`config.mk`:
```
export PLATFORM = sky130hd
export DESIGN_NAME = gb_memmap
export DESIGN_NICKNAME = d
export VERILOG_FILES = /design/src/source/gb_mem_pkg.sv /design/src/source/gb_memmap.sv
export SDC_FILE = /design/constraint.sdc
export NUM_CORES = 1
export LEC_CHECK = 0
export ABC_AREA = 1
export BUFFER_PORTS_ARGS = -buffer_cell sky130_fd_sc_hd__buf_4
export CORE_AREA = 2 2 39 41
export DETAILED_ROUTE_END_ITERATION = 7
export DIE_AREA = 0 0 41 43
export PLACE_DENSITY = 0.49
export SYNTH_ARGS = -nofsm -noshare
export SYNTH_HDL_FRONTEND = slang
export SYNTH_SLANG_ARGS = --single-unit
```
`constraint.sdc`:
```
create_clock -name vclk -period 0.8
set_input_delay 0.16 -clock vclk [all_inputs]
set_output_delay 0.16 -clock vclk [all_outputs]
set_load 0.01 [all_outputs]
```
`src/source/gb_mem_pkg.sv`:
```
`default_nettype none

package gb_mem_pkg;

	typedef logic [15:0] adr_t;
	typedef logic [7:0]  byte_t;
	typedef logic [12:0] vram_adr_t;
	typedef logic [7:0]  oam_adr_t;
	typedef logic [6:0]  hram_adr_t;

	localparam int    DMA_LEN      = 160;     // oam size and copy length.
	localparam int    VRAM_LEN     = 8192;
	localparam int    HRAM_LEN     = 127;
	localparam byte_t DMA_REG_LO   = 8'h46;
	localparam byte_t OPEN_BUS     = 8'hff;   // blocked or unmapped read.
	localparam byte_t VRAM_PAGE_LO = 8'h80;
	localparam byte_t VRAM_PAGE_HI = 8'h9f;
	localparam byte_t XRAM_PAGE_LO = 8'ha0;
	localparam byte_t WRAM_PAGE_LO = 8'hc0;
	localparam byte_t OAM_PAGE     = 8'hfe;
	localparam byte_t IO_PAGE      = 8'hff;

	typedef struct packed {
		adr_t  adr;
		byte_t wdata;
		logic  rd;
		logic  wr;
	} cpu_req_t;

	typedef struct packed {
		logic  need_vram;
		logic  need_oam;
		logic  rd;
		adr_t  adr;
	} ppu_req_t;

	typedef struct packed {
		logic rom;
		logic vram;
		logic xram;
		logic wram;
		logic oam;
		logic hram;
		logic dma_reg;
	} mem_sel_t;

	typedef struct packed {
		adr_t  adr;
		byte_t wdata;
		logic  rd;
		logic  wr;
		logic  cs_rom;
		logic  cs_xram;
		logic  cs_wram;
	} ext_bus_t;

	typedef enum logic [1:0] {
		IDLE,
		COPY,
		DRAIN
	} dma_state_t;

endpackage

`default_nettype wire

```
`src/source/gb_memmap.sv`:
```
`timescale 1ns/10ps
`default_nettype none

module gb_memmap (
	input  gb_mem_pkg::adr_t     adr,
	input  logic                 enable,
	output gb_mem_pkg::mem_sel_t sel
);

	gb_mem_pkg::byte_t page;
	gb_mem_pkg::byte_t lo;

	assign page = adr[15:8];
	assign lo   = adr[7:0];

	always_comb begin
		sel = '0;
		if (enable) begin
			sel.rom  = page < gb_mem_pkg::VRAM_PAGE_LO;
			sel.vram = page >= gb_mem_pkg::VRAM_PAGE_LO &&
				page <= gb_mem_pkg::VRAM_PAGE_HI;
			sel.xram = page >= gb_mem_pkg::XRAM_PAGE_LO &&
				page < gb_mem_pkg::WRAM_PAGE_LO;
			sel.wram = page >= gb_mem_pkg::WRAM_PAGE_LO &&
				page < gb_mem_pkg::OAM_PAGE;          // echo area included.
			sel.oam  = page == gb_mem_pkg::OAM_PAGE &&
				lo < 8'(gb_mem_pkg::DMA_LEN);
			sel.dma_reg = page == gb_mem_pkg::IO_PAGE &&
				lo == gb_mem_pkg::DMA_REG_LO;
			// ffff is the interrupt enable, not high ram.
			sel.hram = page == gb_mem_pkg::IO_PAGE && lo[7] && lo != 8'hff;
		end

		assert ($onehot0(sel))
			else $error("gb_memmap: more than one region for %h", adr);
	end

endmodule

`default_nettype wire

```
==> flow_summary.ini <==
[outcome]
run_status = finished with violations
violations = negative setup slack

[die]
rows = 14
dieArea_mm2 = 0.00176
ios = 24
die_h_um = 43
initial_core_util_pct = 11.9
coreArea_mm2 = 0.00138
die_w_um = 41

[job]
maxCapViolCount = 0

[placement]
post-dp-hpwl_um = 558
placed_area_um2 = 365
placed_cells = 75
gp_congestion = 0.670
portBuffers = 24

[setup_path]
criticalPathCategory = input pin to output pin
cp-start-kind = input pin
critical_path_peak_fanout = 4
critical_path_arrival_ns = 0.74
cp.required_ns = 0.64
cp-end-kind = output pin

[finish]
syn2layout_area_growth_pct = 206
drive_above_1_share_pct = 65.6
antenna_cells = 0
seq_cell_count = 0
nets = 80
n_clock_buffer = 0
design_area_um2 = 505
seqCellArea_um2 = 0
finalNonFillerCells = 77

[global_routing]
overflow = 0
antenna_found_initial = 0
grtUsageTotal_pct = 7.59
grt_pass1_wl_um = 1020
grt_max_degree = 5
grt_pass1_vias = 277

[routing]
first_pass_iters = 1
via_per_inst = 4.10
routed_wirelength_um = 704
wire_per_inst_um = 9.14
vias = 316
drc = 0
postRouteAntennaNets = 0
drtIter0Drc = 0

[sta]
setup_ws_ns = -0.101
setup_viol = 5
post-route-period-util_pct = 113
max_freq_ghz = 1.11
final.min_clock_period_ns = 0.901
fin_setup_tns_ns = -0.372
finalMaxSlewViolations = 0
hold_violations = 0
grt_setup_unrepaired = yes
holdWs_ns = 0.569
worstMarginPinSlew_ns = 0.172
maxSlewHeadroom_pct = 88.5

[yosys]
ys_warn_count = 0
yosys.area_share.simple_pct = 85.6
synth-xor-area-share_pct = 0
synth_compound_area_share_pct = 3.03
syn_inst = 35
synth_area_um2 = 165
synth_area_leaders = nand2_1 18%, nor2_1 18%, inv_1 11%
yosysTopAreaCell = nand2_1
ys_seq_area_share_pct = 0
synth-adder-area-share_pct = 0
yosys.cell_types.count = 12
synth_top_area_share_pct = 18.2
synth_top_family_by_area = simple AND/OR/NAND/NOR gates
postSynthNetCount = 52
avgSynthCellArea_um2 = 4.72
synth_mux_area_share_pct = 0

[clock_tree]
cts_hold_buffers = 0

[worst_hold_path]
hold_end = sel[6]
hp-start = adr[15]
min_path_cells = 3
min_path_type = input pin to output pin

[power_and_ir_drop]
peakVddDrop_uv = 139
p_per_area_mw_per_mm2 = 401
p_leak_nw = 0.243
## cells by family (layout without fill, tap and decap cells)
family | Yosys count | in the layout
buf+inv | 5 | 31
simple gates | 29 | 29
compound gates | 1 | 1
## area by class of cell
cell class / instances / area (µm²)
fillers: 161 / 878
inverters: 5 / 18.8
multi-input cells: 30 / 204
well taps: 16 / 20.0
repair buffers: 26 / 263
## layout by cell type, fill, tap and decap left out
cell type and instances:
buf_6 12, buf_4 11, nor2_1 7, nand2_1 4, nand2_4 3, inv_1 3
nor2_4 3, buf_8 3, inv_2 2, nand4_1 2, nand3b_1 2, nand3_1 2
nand2_2 2, nor3_1 1, nor3b_2 1, and2_4 1, o21ai_2 1, nor3_2 1
## how the worst max path moves through the flow
| stage | from | end | slack (ns) | depth (start not counted) |
|---|---|---|---|---|
| 3_5_place_dp | adr[6] | sel[2] | -0.17 | 5 |
| 4_1_cts | enable | sel[2] | -0.1 | 6 |
| 2_1_floorplan | adr[10] | sel[1] | 0.06 | 4 |
| 3_3_place_gp | adr[6] | sel[2] | -0.15 | 5 |
| 6_report | adr[14] | sel[3] | -0.10 | 6 |
| 5_1_grt | adr[15] | sel[2] | -0.15 | 6 |
## power by group
group	switching, mW	leakage, nW	internal [mW]	total, mW
Sequential	0	0	0	0
Clock	0	0	0	0
Combinational	0.0770	0.243	0.126	0.203
Total	0.0770	0.243	0.126	0.203
## through the flow
step | setup WS, ns | power [mW] | utilization (%)
finish | -0.101 | 0.203 | 36.5
global route | -0.155 | 0.218 | 36.5
CTS | -0.0986 | 0.173 | 31.9
detailed placement | -0.169 | 0.134 | 26.4
global placement | -0.148 | 0.133 | 26.4
floorplan | 0.0619 | 0.0384 | -
## cells in the mapped netlist
cell,number
nor2_1,8
nand4_1,2
nand3b_1,2
nor3_1,2
nand2_2,1
nand3_1,2
nor2_2,2
inv_1,5
nand2_1,8
o21ai_0,1
nor3b_1,1
and2_2,1
## routing by layer
metal | vias to the layer above | part of all wire, % | global-route usage [%]
li1 | 164 | - | -
met1 | 139 | 37 | 10.1
met2 | 13 | 55 | 13.8
met3 | 0 | 8.0 | 0
met4 | 0 | 0 | 0
met5 | - | 0 | 0
## critical path, stage by stage
cell    delay [ns]
buf_6         0.10
inv_1         0.09
nor2_4        0.04
buf_4         0.12
and2_4        0.12
buf_6         0.11
## repair_timing
item	in CTS	in global routing
pin swaps	8	6
resized for setup	25	11
setup endpoints to repair	5	6
buffers inserted	0	2
No activity file was read; power rests on OpenSTA's default activity.
