$ cat src/source/gb_mem_pkg.sv
`default_nettype none

package gb_mem_pkg;

	typedef logic [15:0] adr_t;
	typedef logic [7:0]  byte_t;
	typedef logic [12:0] vram_adr_t;
	typedef logic [7:0]  oam_adr_t;
	typedef logic [6:0]  hram_adr_t;

	localparam int    DMA_LEN      = 160;     // oam size and copy length.
	localparam int    VRAM_LEN     = 8192;
	localparam int    HRAM_LEN     = 127;
	localparam byte_t DMA_REG_LO   = 8'h46;
	localparam byte_t OPEN_BUS     = 8'hff;   // blocked or unmapped read.
	localparam byte_t VRAM_PAGE_LO = 8'h80;
	localparam byte_t VRAM_PAGE_HI = 8'h9f;
	localparam byte_t XRAM_PAGE_LO = 8'ha0;
	localparam byte_t WRAM_PAGE_LO = 8'hc0;
	localparam byte_t OAM_PAGE     = 8'hfe;
	localparam byte_t IO_PAGE      = 8'hff;

	typedef struct packed {
		adr_t  adr;
		byte_t wdata;
		logic  rd;
		logic  wr;
	} cpu_req_t;

	typedef struct packed {
		logic  need_vram;
		logic  need_oam;
		logic  rd;
		adr_t  adr;
	} ppu_req_t;

	typedef struct packed {
		logic rom;
		logic vram;
		logic xram;
		logic wram;
		logic oam;
		logic hram;
		logic dma_reg;
	} mem_sel_t;

	typedef struct packed {
		adr_t  adr;
		byte_t wdata;
		logic  rd;
		logic  wr;
		logic  cs_rom;
		logic  cs_xram;
		logic  cs_wram;
	} ext_bus_t;

	typedef enum logic [1:0] {
		IDLE,
		COPY,
		DRAIN
	} dma_state_t;

endpackage

`default_nettype wire

$ cat src/source/oam_dma.sv
`timescale 1ns/10ps
`default_nettype none

module oam_dma (
	input  logic                 gbclk,
	input  logic                 rst_n,
	input  gb_mem_pkg::cpu_req_t cpu,
	input  gb_mem_pkg::mem_sel_t cpu_sel,
	input  gb_mem_pkg::byte_t    src_data,
	output gb_mem_pkg::byte_t    page,
	output gb_mem_pkg::adr_t     src_adr,
	output logic                 src_rd,
	output gb_mem_pkg::oam_adr_t oam_adr,
	output gb_mem_pkg::byte_t    oam_wdata,
	output logic                 oam_wr,
	output logic                 active
);

	gb_mem_pkg::dma_state_t state;
	gb_mem_pkg::oam_adr_t   idx;
	gb_mem_pkg::oam_adr_t   wr_idx;
	logic                   wr_pend;
	logic                   start;

	assign start = cpu.wr && cpu_sel.dma_reg;   // a new write restarts the copy.

	always_ff @(posedge gbclk) begin
		if (!rst_n) begin
			state   <= gb_mem_pkg::IDLE;
			page    <= '0;
			idx     <= '0;
			wr_pend <= 1'b0;
		end else begin
			wr_pend <= src_rd;
			if (start) begin
				page  <= cpu.wdata;
				idx   <= '0;
				state <= gb_mem_pkg::COPY;
			end else begin
				case (state)
				gb_mem_pkg::COPY: begin
					if (idx == 8'(gb_mem_pkg::DMA_LEN - 1))
						state <= gb_mem_pkg::DRAIN;
					else
						idx <= idx + 8'd1;
				end
				gb_mem_pkg::DRAIN:
					state <= gb_mem_pkg::IDLE;   // last byte lands here.
				default: ;
				endcase
			end
		end
	end

	always_ff @(posedge gbclk) begin
		wr_idx <= idx;
	end

	assign src_rd    = state == gb_mem_pkg::COPY;
	assign src_adr   = {page, idx};
	assign oam_adr   = wr_idx;
	assign oam_wdata = src_data;   // source data arrives one cycle after the read.
	assign oam_wr    = wr_pend;
	assign active    = state != gb_mem_pkg::IDLE;

	a_no_wr_idle: assert property (@(posedge gbclk) disable iff (!rst_n)
		state == gb_mem_pkg::IDLE |-> !oam_wr)
		else $error("oam_dma: oam write while idle");

endmodule

`default_nettype wire

$ cat config.mk
export PLATFORM = sky130hd
export DESIGN_NAME = oam_dma
export DESIGN_NICKNAME = d
export VERILOG_FILES = /design/src/source/gb_mem_pkg.sv /design/src/source/oam_dma.sv
export SDC_FILE = /design/constraint.sdc
export NUM_CORES = 1
export LEC_CHECK = 0
export BUFFER_PORTS_ARGS = -buffer_cell sky130_fd_sc_hd__clkbuf_2
export CAP_MARGIN = 0
export CORE_UTILIZATION = 41
export DETAILED_ROUTE_END_ITERATION = 8
export PLACE_DENSITY_LB_ADDON = 0.3
export SYNTH_ARGS = -nofsm -noshare
export SYNTH_HDL_FRONTEND = slang
export SYNTH_SLANG_ARGS = --single-unit
export TNS_END_PERCENT = 100
$ cat constraint.sdc
create_clock -name gbclk -period 3.26 [get_ports gbclk]
set_clock_uncertainty 0.15 [all_clocks]
set_input_delay 0.652 -clock gbclk [delete_from_list [all_inputs] [get_ports gbclk]]
set_output_delay 0.652 -clock gbclk [all_outputs]
set_load 0.01 [all_outputs]
==> metrics.md <==
| Metric | Value |
|---|---|
| Initial antenna violation count | 0 |
| Clk network pwr share | 0.256 |
| Gate power share | 0.092 |
| Critical path capture point type | flip-flop |
| Top-area cell type share of the netlist area | 0.502 |
| Syn Inst Count | 117 |
| Vias in the first global route | between 700 and 800 |
| Sequential share of the synthesized area | 0.502 |
| Buffers on Ports | 46 |
| H-tree levels | 1 |
| Setup TNS Final | 0 ns |
| Largest net degree at the start of global routing | 15 |
| Status | finished clean |
| Internal Power | about 0.41 mW |
| Overflow after GRT | 0 |
| Post-CTS setup buffer count | 0 |
| Post-synth net total | ~160 |
| Synth top area cells | dfxtp_1 50%, buf_4 11%, nand2_1 8.0% |
| # IOs | 86 |
| Initial Util | 0.435 |
| DIE WIDTH | ~53 um |
| Worst-skew pair later-pin latency | around 0.31 ns |
| Required time of the worst setup path | 3.35 ns |
| Die H | between 50 and 60 um |
| RSZ-0062 raised after global routing | no |
| Most frequent cells after synthesis | 27 x dfxtp_1, 23 x nand2_1, 16 x buf_4 |
| RePlAce Congestion | slightly above 0.8 |
| Post-CTS Hold Fix Bufs | 0 |
| Synthesized area per cell | approximately 9 um^2 |
| Row count | 18 |
| Clock Tree Buf Depth | 2 |
| Final WL | approximately 1.9 mm |
| Yosys Warn Count | 0 |
| P&R area growth vs syn | 14.1% |
| CTS tree | built |
| Critical-path cell list | ha_1 > and4_4 > a21o_1 > or4_1 > a21oi_1 |
| Critical path peak fanout | 7 |
| Final nets | between 150 and 200 |
| Worst-Margin Slew | ~0.54 ns |
| Cell taking the most area after synthesis | dfxtp_1 |
| First drt pass iteration count | 4 |
| CP max-delay cell | or4_1 |
| Max_cap viols | 0 |
| Setup slack, reg-to-reg | approximately 1.3 ns |
| P_sw | ~0.12 mW |
| Drt via density | between 4 and 5 |
| Seq pwr share | 0.651 |
| Maximum VDD drop | ~280 uV |
| Max stage delay on crit path | 0.51 ns |
| Hold Vio Cnt, Final | 0 |
| Tcrit/Tclk final | 0.610 |
| EDFF count, synth | 0 |
| Fmax | 0.503 GHz |
| Wire per inst | approximately 11 um |
| Leak pwr | between 0.5 and 0.6 nW |
| Count leader, synth | dfxtp_1 |
| Antenna cells | 0 |
| Worst hold slack | 0.245 ns |
| # fillers | 269 |
| Slew Limit Fails | 0 |
| Gates resized, CTS repair | 0 |
| DRT antenna net count | 0 |
| Via count | approximately 840 |
| Primary FF master, synth | dfxtp_1 |
| Type of origin of the critical path | flip-flop |
| Root buffer cell | clkbuf_4 |
| Post-Syn Area | approximately 0.0011 mm^2 |
| FFs w/ async S/R, synth | 0 |
| Post-synth cell types | 27 |
| CTS Buf Count | 3 |
| Data arrival, critical path | ~2.1 ns |
| Drt initial violations | 14 |
| Die footprint | 0.00284 mm^2 |
| Min-Delay Path Class | flip-flop to flip-flop |
| PwrDens | roughly 430 mW/mm^2 |
| Total Routing Usage GR | 0.147 |
| Critical path type | flip-flop to flip-flop |
| Top Family by Delay on Critical Path | simple AND/OR/NAND/NOR gates |
| Setup Viol. Count Final | 0 |
| Final Critical Period | roughly 2.0 ns |
| Clock Sinks | 27 |
| Layout cells sized above 1 | 0.361 |
| Core Area | 0.00248 mm^2 |
| Clock slew at reported path FFs | approximately 0.13 ns |
| Net Sw Frac | 0.229 |
| Worst Path Buf+Inv | 0 |
| DP HPWL | roughly 1.5 mm |
| Max_slew headroom | 0.641 |
| First-pass GRT wire length | 3.04 mm |
| Seq cells post-synth | 27 |
| Residual DRC | 0 |
==> sequential cells by signal, indices dropped and copies added (netlist names) <==
| name | cells |
|---|---|
| idx | 8 |
| page | 8 |
| oam_wr | 1 |
| oam_adr | 8 |
| state | 2 |
==> power groups by stage <==
stage	Sequential, mW	Combinational [mW]	Clock [mW]
finish	0.344	0.0488	0.135
floorplan	0.354	0.0394	0
global placement	0.351	0.0490	0
CTS	0.344	0.0498	0.146
global route	0.345	0.0551	0.157
detailed placement	0.351	0.0496	0
==> final timing paths <==
check	start	endpoint	cells after the start
min	idx[7]$_SDFFE_PP0P_	oam_adr[7]$_DFF_P_	0
min reg2reg	idx[7]$_SDFFE_PP0P_	oam_adr[7]$_DFF_P_	0
max reg2reg	idx[0]$_SDFFE_PP0P_	idx[7]$_SDFFE_PP0P_	5
max	idx[0]$_SDFFE_PP0P_	idx[7]$_SDFFE_PP0P_	5
==> metrics by stage <==
step | power (mW) | instances | utilization | worst slack (ns) | area (um^2)
2_1_floorplan | 0.394 | 117 | - | 1.31 | 1080
3_3_place_gp | 0.400 | 173 | 0.485 | 1.35 | 1200
3_5_place_dp | 0.401 | 173 | 0.485 | 1.32 | 1200
4_1_cts | 0.540 | 177 | 0.496 | 1.25 | 1230
5_1_grt | 0.558 | 177 | 0.496 | 1.17 | 1230
6_report | 0.528 | 177 | 0.496 | 1.27 | 1230
==> placed cells by master, fill, tap and decap left out, drive strengths merged <==
master  instances
inv             1
nand2          23
a21o            1
nor3b           2
ha              1
xnor2           2
a21oi           7
nor2            4
clkbuf         50
nand4           1
dfxtp          27
xor2            1
and2            3
a21boi          9
or3             2
nand3           3
a31o            1
and4            1
o31ai           1
or2             1
or4             1
a211oi          1
or2b            1
o21ai           3
==> layer usage <==
layer  track usage  wire length (um)  share of wire
met5             0                 0              0
met3        0.0489               161          0.085
met2         0.250               956           0.50
met1         0.163               766           0.40
met4        0.0658                19          0.010
==> logic make-up (layout without fill, tap and decap cells) <==
family,Yosys count,after routing,share of synthesized area
AOI/OAI and AO/OA,23,23,0.138
xor gates and xnor gates,3,3,0.0244
adders and majority gates,1,1,0.0116
buffers and inverters,21,51,0.136
DFF,27,27,0.502
and+or+nand+nor,42,42,0.188
==> final cells by class <==
class	instances	area (um^2)	share of cell area
multi-input combinational	69	390	0.318
tap	30	37.5	0.0305
sequential	27	541	0.440
timing repair buffer	46	230	0.187
clock buffer	4	26.3	0.0214
inverter	1	3.75	0.00305
(Power assumes the default switching activity.)
