===== config.mk =====
export PLATFORM = sky130hd
export DESIGN_NAME = cpu_data_path
export DESIGN_NICKNAME = d
export VERILOG_FILES = /design/src/source/gb_mem_pkg.sv /design/src/source/cpu_data_path.sv
export SDC_FILE = /design/constraint.sdc
export NUM_CORES = 1
export LEC_CHECK = 0
export BUFFER_PORTS_ARGS = -buffer_cell sky130_fd_sc_hd__buf_2
export CORE_MARGIN = 2
export CORE_UTILIZATION = 50
export DETAILED_ROUTE_END_ITERATION = 7
export HOLD_SLACK_MARGIN = 0.02
export PLACE_DENSITY = 0.75
export SLEW_MARGIN = 30
export SYNTH_ARGS = -nofsm -noshare
export SYNTH_HDL_FRONTEND = slang
export SYNTH_SLANG_ARGS = --single-unit

===== constraint.sdc =====
create_clock -name gbclk -period 3.4 [get_ports gbclk]
set_input_delay 1.02 -clock gbclk [delete_from_list [all_inputs] [get_ports gbclk]]
set_output_delay 1.02 -clock gbclk [all_outputs]
set_load 0.005 [all_outputs]

===== src/source/gb_mem_pkg.sv =====
`default_nettype none

package gb_mem_pkg;

	typedef logic [15:0] adr_t;
	typedef logic [7:0]  byte_t;
	typedef logic [12:0] vram_adr_t;
	typedef logic [7:0]  oam_adr_t;
	typedef logic [6:0]  hram_adr_t;

	localparam int    DMA_LEN      = 160;     // oam size and copy length.
	localparam int    VRAM_LEN     = 8192;
	localparam int    HRAM_LEN     = 127;
	localparam byte_t DMA_REG_LO   = 8'h46;
	localparam byte_t OPEN_BUS     = 8'hff;   // blocked or unmapped read.
	localparam byte_t VRAM_PAGE_LO = 8'h80;
	localparam byte_t VRAM_PAGE_HI = 8'h9f;
	localparam byte_t XRAM_PAGE_LO = 8'ha0;
	localparam byte_t WRAM_PAGE_LO = 8'hc0;
	localparam byte_t OAM_PAGE     = 8'hfe;
	localparam byte_t IO_PAGE      = 8'hff;

	typedef struct packed {
		adr_t  adr;
		byte_t wdata;
		logic  rd;
		logic  wr;
	} cpu_req_t;

	typedef struct packed {
		logic  need_vram;
		logic  need_oam;
		logic  rd;
		adr_t  adr;
	} ppu_req_t;

	typedef struct packed {
		logic rom;
		logic vram;
		logic xram;
		logic wram;
		logic oam;
		logic hram;
		logic dma_reg;
	} mem_sel_t;

	typedef struct packed {
		adr_t  adr;
		byte_t wdata;
		logic  rd;
		logic  wr;
		logic  cs_rom;
		logic  cs_xram;
		logic  cs_wram;
	} ext_bus_t;

	typedef enum logic [1:0] {
		IDLE,
		COPY,
		DRAIN
	} dma_state_t;

endpackage

`default_nettype wire


===== src/source/cpu_data_path.sv =====
`timescale 1ns/10ps
`default_nettype none

module cpu_data_path (
	input  logic                 gbclk,
	input  logic                 rst_n,
	input  gb_mem_pkg::cpu_req_t cpu,
	input  gb_mem_pkg::mem_sel_t cpu_sel,
	input  logic                 dma_active,
	input  gb_mem_pkg::mem_sel_t dma_sel,
	input  gb_mem_pkg::adr_t     dma_adr,
	input  logic                 dma_rd,
	input  gb_mem_pkg::byte_t    dma_page,
	input  logic                 cpu_vram_ok,
	input  logic                 cpu_oam_ok,
	input  gb_mem_pkg::byte_t    vram_rdata,
	input  gb_mem_pkg::byte_t    oam_rdata,
	input  gb_mem_pkg::byte_t    ext_rdata,
	output gb_mem_pkg::ext_bus_t ext,
	output gb_mem_pkg::byte_t    dma_src_data,
	output gb_mem_pkg::byte_t    cpu_rdata,
	output logic                 cpu_rvalid
);

	gb_mem_pkg::byte_t     hram [gb_mem_pkg::HRAM_LEN];
	gb_mem_pkg::hram_adr_t hram_adr;
	gb_mem_pkg::byte_t     hram_q;
	gb_mem_pkg::byte_t     ext_q;
	gb_mem_pkg::mem_sel_t  cpu_won;
	gb_mem_pkg::mem_sel_t  won_q;
	logic                  dma_ext;
	logic                  cpu_ext;
	logic                  dma_vram_q;
	logic                  dma_ext_q;
	logic                  rvalid_q;

	assign hram_adr = cpu.adr[6:0];
	assign cpu_ext  = cpu_sel.rom || cpu_sel.xram || cpu_sel.wram;
	assign dma_ext  = dma_active && dma_rd && (dma_sel.rom || dma_sel.xram || dma_sel.wram);

	always_comb begin
		ext.wdata = cpu.wdata;
		if (dma_ext) begin   // dma owns the bus, cpu access is dropped.
			ext.adr     = dma_adr;
			ext.rd      = dma_rd;
			ext.wr      = 1'b0;
			ext.cs_rom  = dma_sel.rom;
			ext.cs_xram = dma_sel.xram;
			ext.cs_wram = dma_sel.wram;
		end else begin
			ext.adr     = cpu.adr;
			ext.rd      = cpu.rd && cpu_ext;
			ext.wr      = cpu.wr && cpu_ext;
			ext.cs_rom  = cpu_sel.rom;
			ext.cs_xram = cpu_sel.xram;
			ext.cs_wram = cpu_sel.wram;
		end
	end

	always_comb begin
		cpu_won      = cpu_sel;
		cpu_won.vram = cpu_vram_ok;
		cpu_won.oam  = cpu_oam_ok;
		cpu_won.rom  = cpu_sel.rom && !dma_ext;
		cpu_won.xram = cpu_sel.xram && !dma_ext;
		cpu_won.wram = cpu_sel.wram && !dma_ext;
	end

	always_ff @(posedge gbclk) begin
		if (!rst_n) begin
			rvalid_q   <= 1'b0;
			won_q      <= '0;
			dma_vram_q <= 1'b0;
			dma_ext_q  <= 1'b0;
		end else begin
			rvalid_q   <= cpu.rd;
			won_q      <= cpu.rd ? cpu_won : '0;
			dma_vram_q <= dma_rd && dma_sel.vram;
			dma_ext_q  <= dma_ext;
		end
	end

	always_ff @(posedge gbclk) begin
		ext_q <= ext_rdata;   // async sram data, sampled at the end of the cycle.
		if (cpu.wr && cpu_sel.hram)
			hram[hram_adr] <= cpu.wdata;
		if (cpu.rd && cpu_sel.hram)
			hram_q <= hram[hram_adr];
	end

	always_comb begin
		cpu_rdata = gb_mem_pkg::OPEN_BUS;
		if (won_q.vram)
			cpu_rdata = vram_rdata;
		else if (won_q.oam)
			cpu_rdata = oam_rdata;
		else if (won_q.rom || won_q.xram || won_q.wram)
			cpu_rdata = ext_q;
		else if (won_q.hram)
			cpu_rdata = hram_q;
		else if (won_q.dma_reg)
			cpu_rdata = dma_page;
	end

	assign cpu_rvalid   = rvalid_q;
	assign dma_src_data = dma_vram_q ? vram_rdata : (dma_ext_q ? ext_q : gb_mem_pkg::OPEN_BUS);

endmodule

`default_nettype wire


==> flow_metrics.tcl <==
set metrics [dict create \
    worst_path_most_repeated_cell "buf_4" \
    vias 28000 \
    grt_setup_unrepaired "no" \
    place_ws_ns -0.736 \
    cp_top_family "compound AO/OA/AOI/OAI gates" \
    ir_worst_vdd_mv 0.383 \
    max_freq_mhz 294 \
    die_h_um 292 \
    combPwrFrac_pct 7.5 \
    synth_area_um2 41500 \
    place.gp.congestion 0.950 \
    skew_ns 0.0343 \
    synth-adder-area-share_pct 0 \
    ys.flop_type "edfxtp_1" \
    critPathMaxStageDelay_ns 0.49 \
    cts-resized-gates 1 \
    hold_violations 0 \
    viasPerCell 6.62 \
    cts_tree "done" \
    crit_path_top_delay_cell "nor2b_4" \
    ys_ff_latch 1042 \
    synth-simple-area-share_pct 5.16 \
    grt_pass1_wl_mm 185 \
    fin_crit_sh_pct 100 \
    clk_latency_ns 0.68 \
    outcome "finished, violations left" \
    fin_worst_hold_slack_ns 0.443 \
    start_kind "input pin" \
    crit_type "in2reg" \
    tightest_slew_ns 0.989 \
    slew-limit-headroom_pct 33.5 \
    crit_chain "buf_8 -> nor2b_4 -> buf_4 -> a22oi_1 -> a211oi_1 -> o21ai_0 -> nor4bb_1 -> buf_4 -> o311ai_0 -> buf_4" \
    clockPowerShare_pct 41.0 \
    numCtsBuffers 102 \
    synthMuxAreaShare_pct 5.83 \
    p_switching_mw 6.06 \
    antenna_found_initial 10 \
    fp.dieW_um 292 \
    clk_path_buf_depth 3 \
    drive_gt1_share_pct 28.4 \
    register_area_um2 31100 \
    yosysSeqAreaShare_pct 74.9 \
    synth.distinct_cells 73 \
    syn_area_per_cell_um2 16.2 \
    synth_compound_area_share_pct 11.6 \
    p_sw_share_pct 22.1 \
    setup-tns-final_ns -0.00531 \
    multi_input_area_um2 9450 \
    synthToLayoutAreaGrowth_pct 20.8 \
    coreArea_um2 82100 \
    cts_root_buf "clkbuf_16" \
    endpoint_kind "register" \
    synth_top_family_by_area "compound AO/OA/AOI/OAI gates" \
    post-route-min-period_ns 3.41 \
    die_area_um2 85400 \
    synth_edf_count 1024 \
    finalNetCount 3170 \
    grt_overflow_total 0 \
    crit_arrival_ns 3.94 \
    grt_start_max_net_pins 128 \
    post_cts_buffers 0 \
    setup_slack_ns -0.00531 \
    first_iter_violations 3987 \
    cts_hold_buffers 0 \
    setup_viol 1 \
    violations "setup timing" \
    p_leak_nw 17.1 \
    instances_no_fill 4235 \
    fill_cells 5657 \
    clock_sinks 1042 \
    p_seq_share_pct 51.6 \
    cts_max_level 3 \
    slew_violations 0 \
    start_util_pct 50.6 \
    cp_num_buf_inv 4 \
    syn-num-nets 2650 \
    ios 140 \
    postSynth.asyncResetShare_pct 0 \
    cts.clk_slew.worst_paths_ns 0.06 \
    finalInstanceArea_um2 50100 \
    row_count 105 \
    drc_errors 0 \
    portBuffers 134 \
    totalWireLength_mm 129 \
    grt_pass1_vias 27600 \
    hpwl_mm 82.5 \
    dp.cells 4042 \
    grt_use_total_pct 29.8 \
    place_area_um2 46800 \
    ant_nets 0 \
    syn_inst 2556 \
    first_pass_iters 6 \
    internal_power_mw 21.4 \
    hold_path.class "in2reg" \
    yosysWarnings 0 \
    drv_cap 0 \
    required_ns 3.93 \
    post_drt_wl_per_cell_um 30.4 \
    crit_path_max_fanout 38 \
    synth_xor_area_share_pct 0 \
    powerDensity_nw_per_um2 548 \
]
## flip-flops by register name, summed over array words and instances, names as in the netlist
register    cells
dma_ext_q       1
dma_vram_q      1
won_q           7
cpu_rvalid      1
hram         1016
hram_q          8
ext_q           8
## synth_stat cells (6+ instances only)
| library cell | instances | area share (%) |
|---|---|---|
| o22ai_1 | 26 | 0.39 |
| dfxtp_1 | 18 | 0.87 |
| nor3b_1 | 14 | 0.25 |
| a32o_1 | 6 | 0.14 |
| a221o_1 | 24 | 0.58 |
| nor3_1 | 9 | 0.11 |
| buf_4 | 11 | 0.20 |
| mux4_2 | 45 | 2.4 |
| nand2b_1 | 21 | 0.32 |
| mux2_2 | 68 | 1.8 |
| buf_2 | 64 | 0.77 |
| buf_1 | 20 | 0.18 |
| edfxtp_1 | 1024 | 74 |
| nand3_1 | 21 | 0.25 |
| a32oi_1 | 7 | 0.15 |
| a211oi_1 | 9 | 0.16 |
| o2bb2ai_1 | 10 | 0.21 |
| and3_1 | 15 | 0.23 |
| a31oi_1 | 26 | 0.39 |
| clkbuf_1 | 98 | 0.89 |
| a21o_1 | 10 | 0.18 |
| a221oi_1 | 155 | 3.3 |
| o211ai_1 | 6 | 0.11 |
| nor2b_1 | 33 | 0.50 |
| a222oi_1 | 6 | 0.14 |
| o22a_1 | 11 | 0.23 |
| nor2_1 | 183 | 1.7 |
| a21oi_1 | 104 | 1.3 |
| o21ai_0 | 116 | 1.4 |
| and3b_1 | 11 | 0.23 |
| a22oi_1 | 77 | 1.4 |
| and2_1 | 6 | 0.090 |
| nand4_1 | 6 | 0.090 |
| buf_6 | 10 | 0.27 |
| nand2_1 | 102 | 0.92 |
| a22o_1 | 22 | 0.46 |
| o221ai_1 | 10 | 0.21 |
| mux2i_1 | 64 | 1.5 |
| inv_1 | 16 | 0.14 |
| nand3b_1 | 8 | 0.14 |
## per-stage QoR
stage | power, mW | utilization [%]
floorplan | 15.3 | -
global placement | 16.4 | 57.0
detailed placement | 16.4 | 57.0
CTS | 27.4 | 61.1
global route | 28.0 | 61.1
finish | 27.5 | 61.1
## routing by layer
layer  up-vias  track usage, %  share of wire [%]
met5         -               0              0.054
met4        12            16.0                6.0
met3       478            7.26                 14
met2      2325            47.2                 46
met1     13800            38.3                 34
li1      11400               -                  -
## layout by cell type, fill, tap and decap left out, types with 22 or more instances in the layout
cell type  netlist  final
edfxtp_1      1024   1024
buf_4           11    455
nor2_1         183    181
a221oi_1       155    155
buf_2           64    123
o21ai_0        116    115
clkbuf_16        0    106
a21oi_1        104    104
nand2_1        102    102
a22oi_1         77     77
mux2_2          68     68
mux2i_1         64     64
mux4_2          45     45
buf_12           0     39
clkinv_1         2     34
nor2b_1         33     28
a31oi_1         26     26
o22ai_1         26     26
a221o_1         24     24
a22o_1          22     22
## layout make-up
cell class | instances | area share [%]
Clock inverter | 63 | 1.11
Sequential cell | 1042 | 62.0
Inverter | 18 | 0.140
Multi-Input combinational cell | 1292 | 18.8
Tap cell | 1070 | 2.67
Antenna cell | 3 | 0.0150
Clock buffer | 127 | 5.51
Timing Repair Buffer | 620 | 9.68
## worst paths after layout
kind	slack [ns]	endpoint	startpoint	depth (start not counted)
min	0.44	ext_q[5]$_DFF_P_	ext_rdata[5]	1
min reg2reg	0.91	hram_q[1]$_DFFE_PP_	hram[47][1]$_DFFE_PP_	4
max	-0.005	hram_q[2]$_DFFE_PP_	cpu[10]	10
max reg2reg	0.62	hram_q[7]$_DFFE_PP_	hram[52][7]$_DFFE_PP_	8
## cells by family after synthesis
family | count (synthesis)
and+or+nand+nor | 449
muxes | 177
buffers and inverters | 222
AOI/OAI and AO/OA | 666
DFF | 1042
## power by group through the flow
stage	clock network, mW	registers (mW)	logic, mW
6_report	11.2	14.2	2.05
5_1_grt	11.8	14.2	2.11
4_1_cts	11.3	14.2	1.99
3_5_place_dp	0	14.4	1.97
3_3_place_gp	0	14.4	1.93
2_1_floorplan	0	14.4	0.842
(Power assumes the default switching activity.)
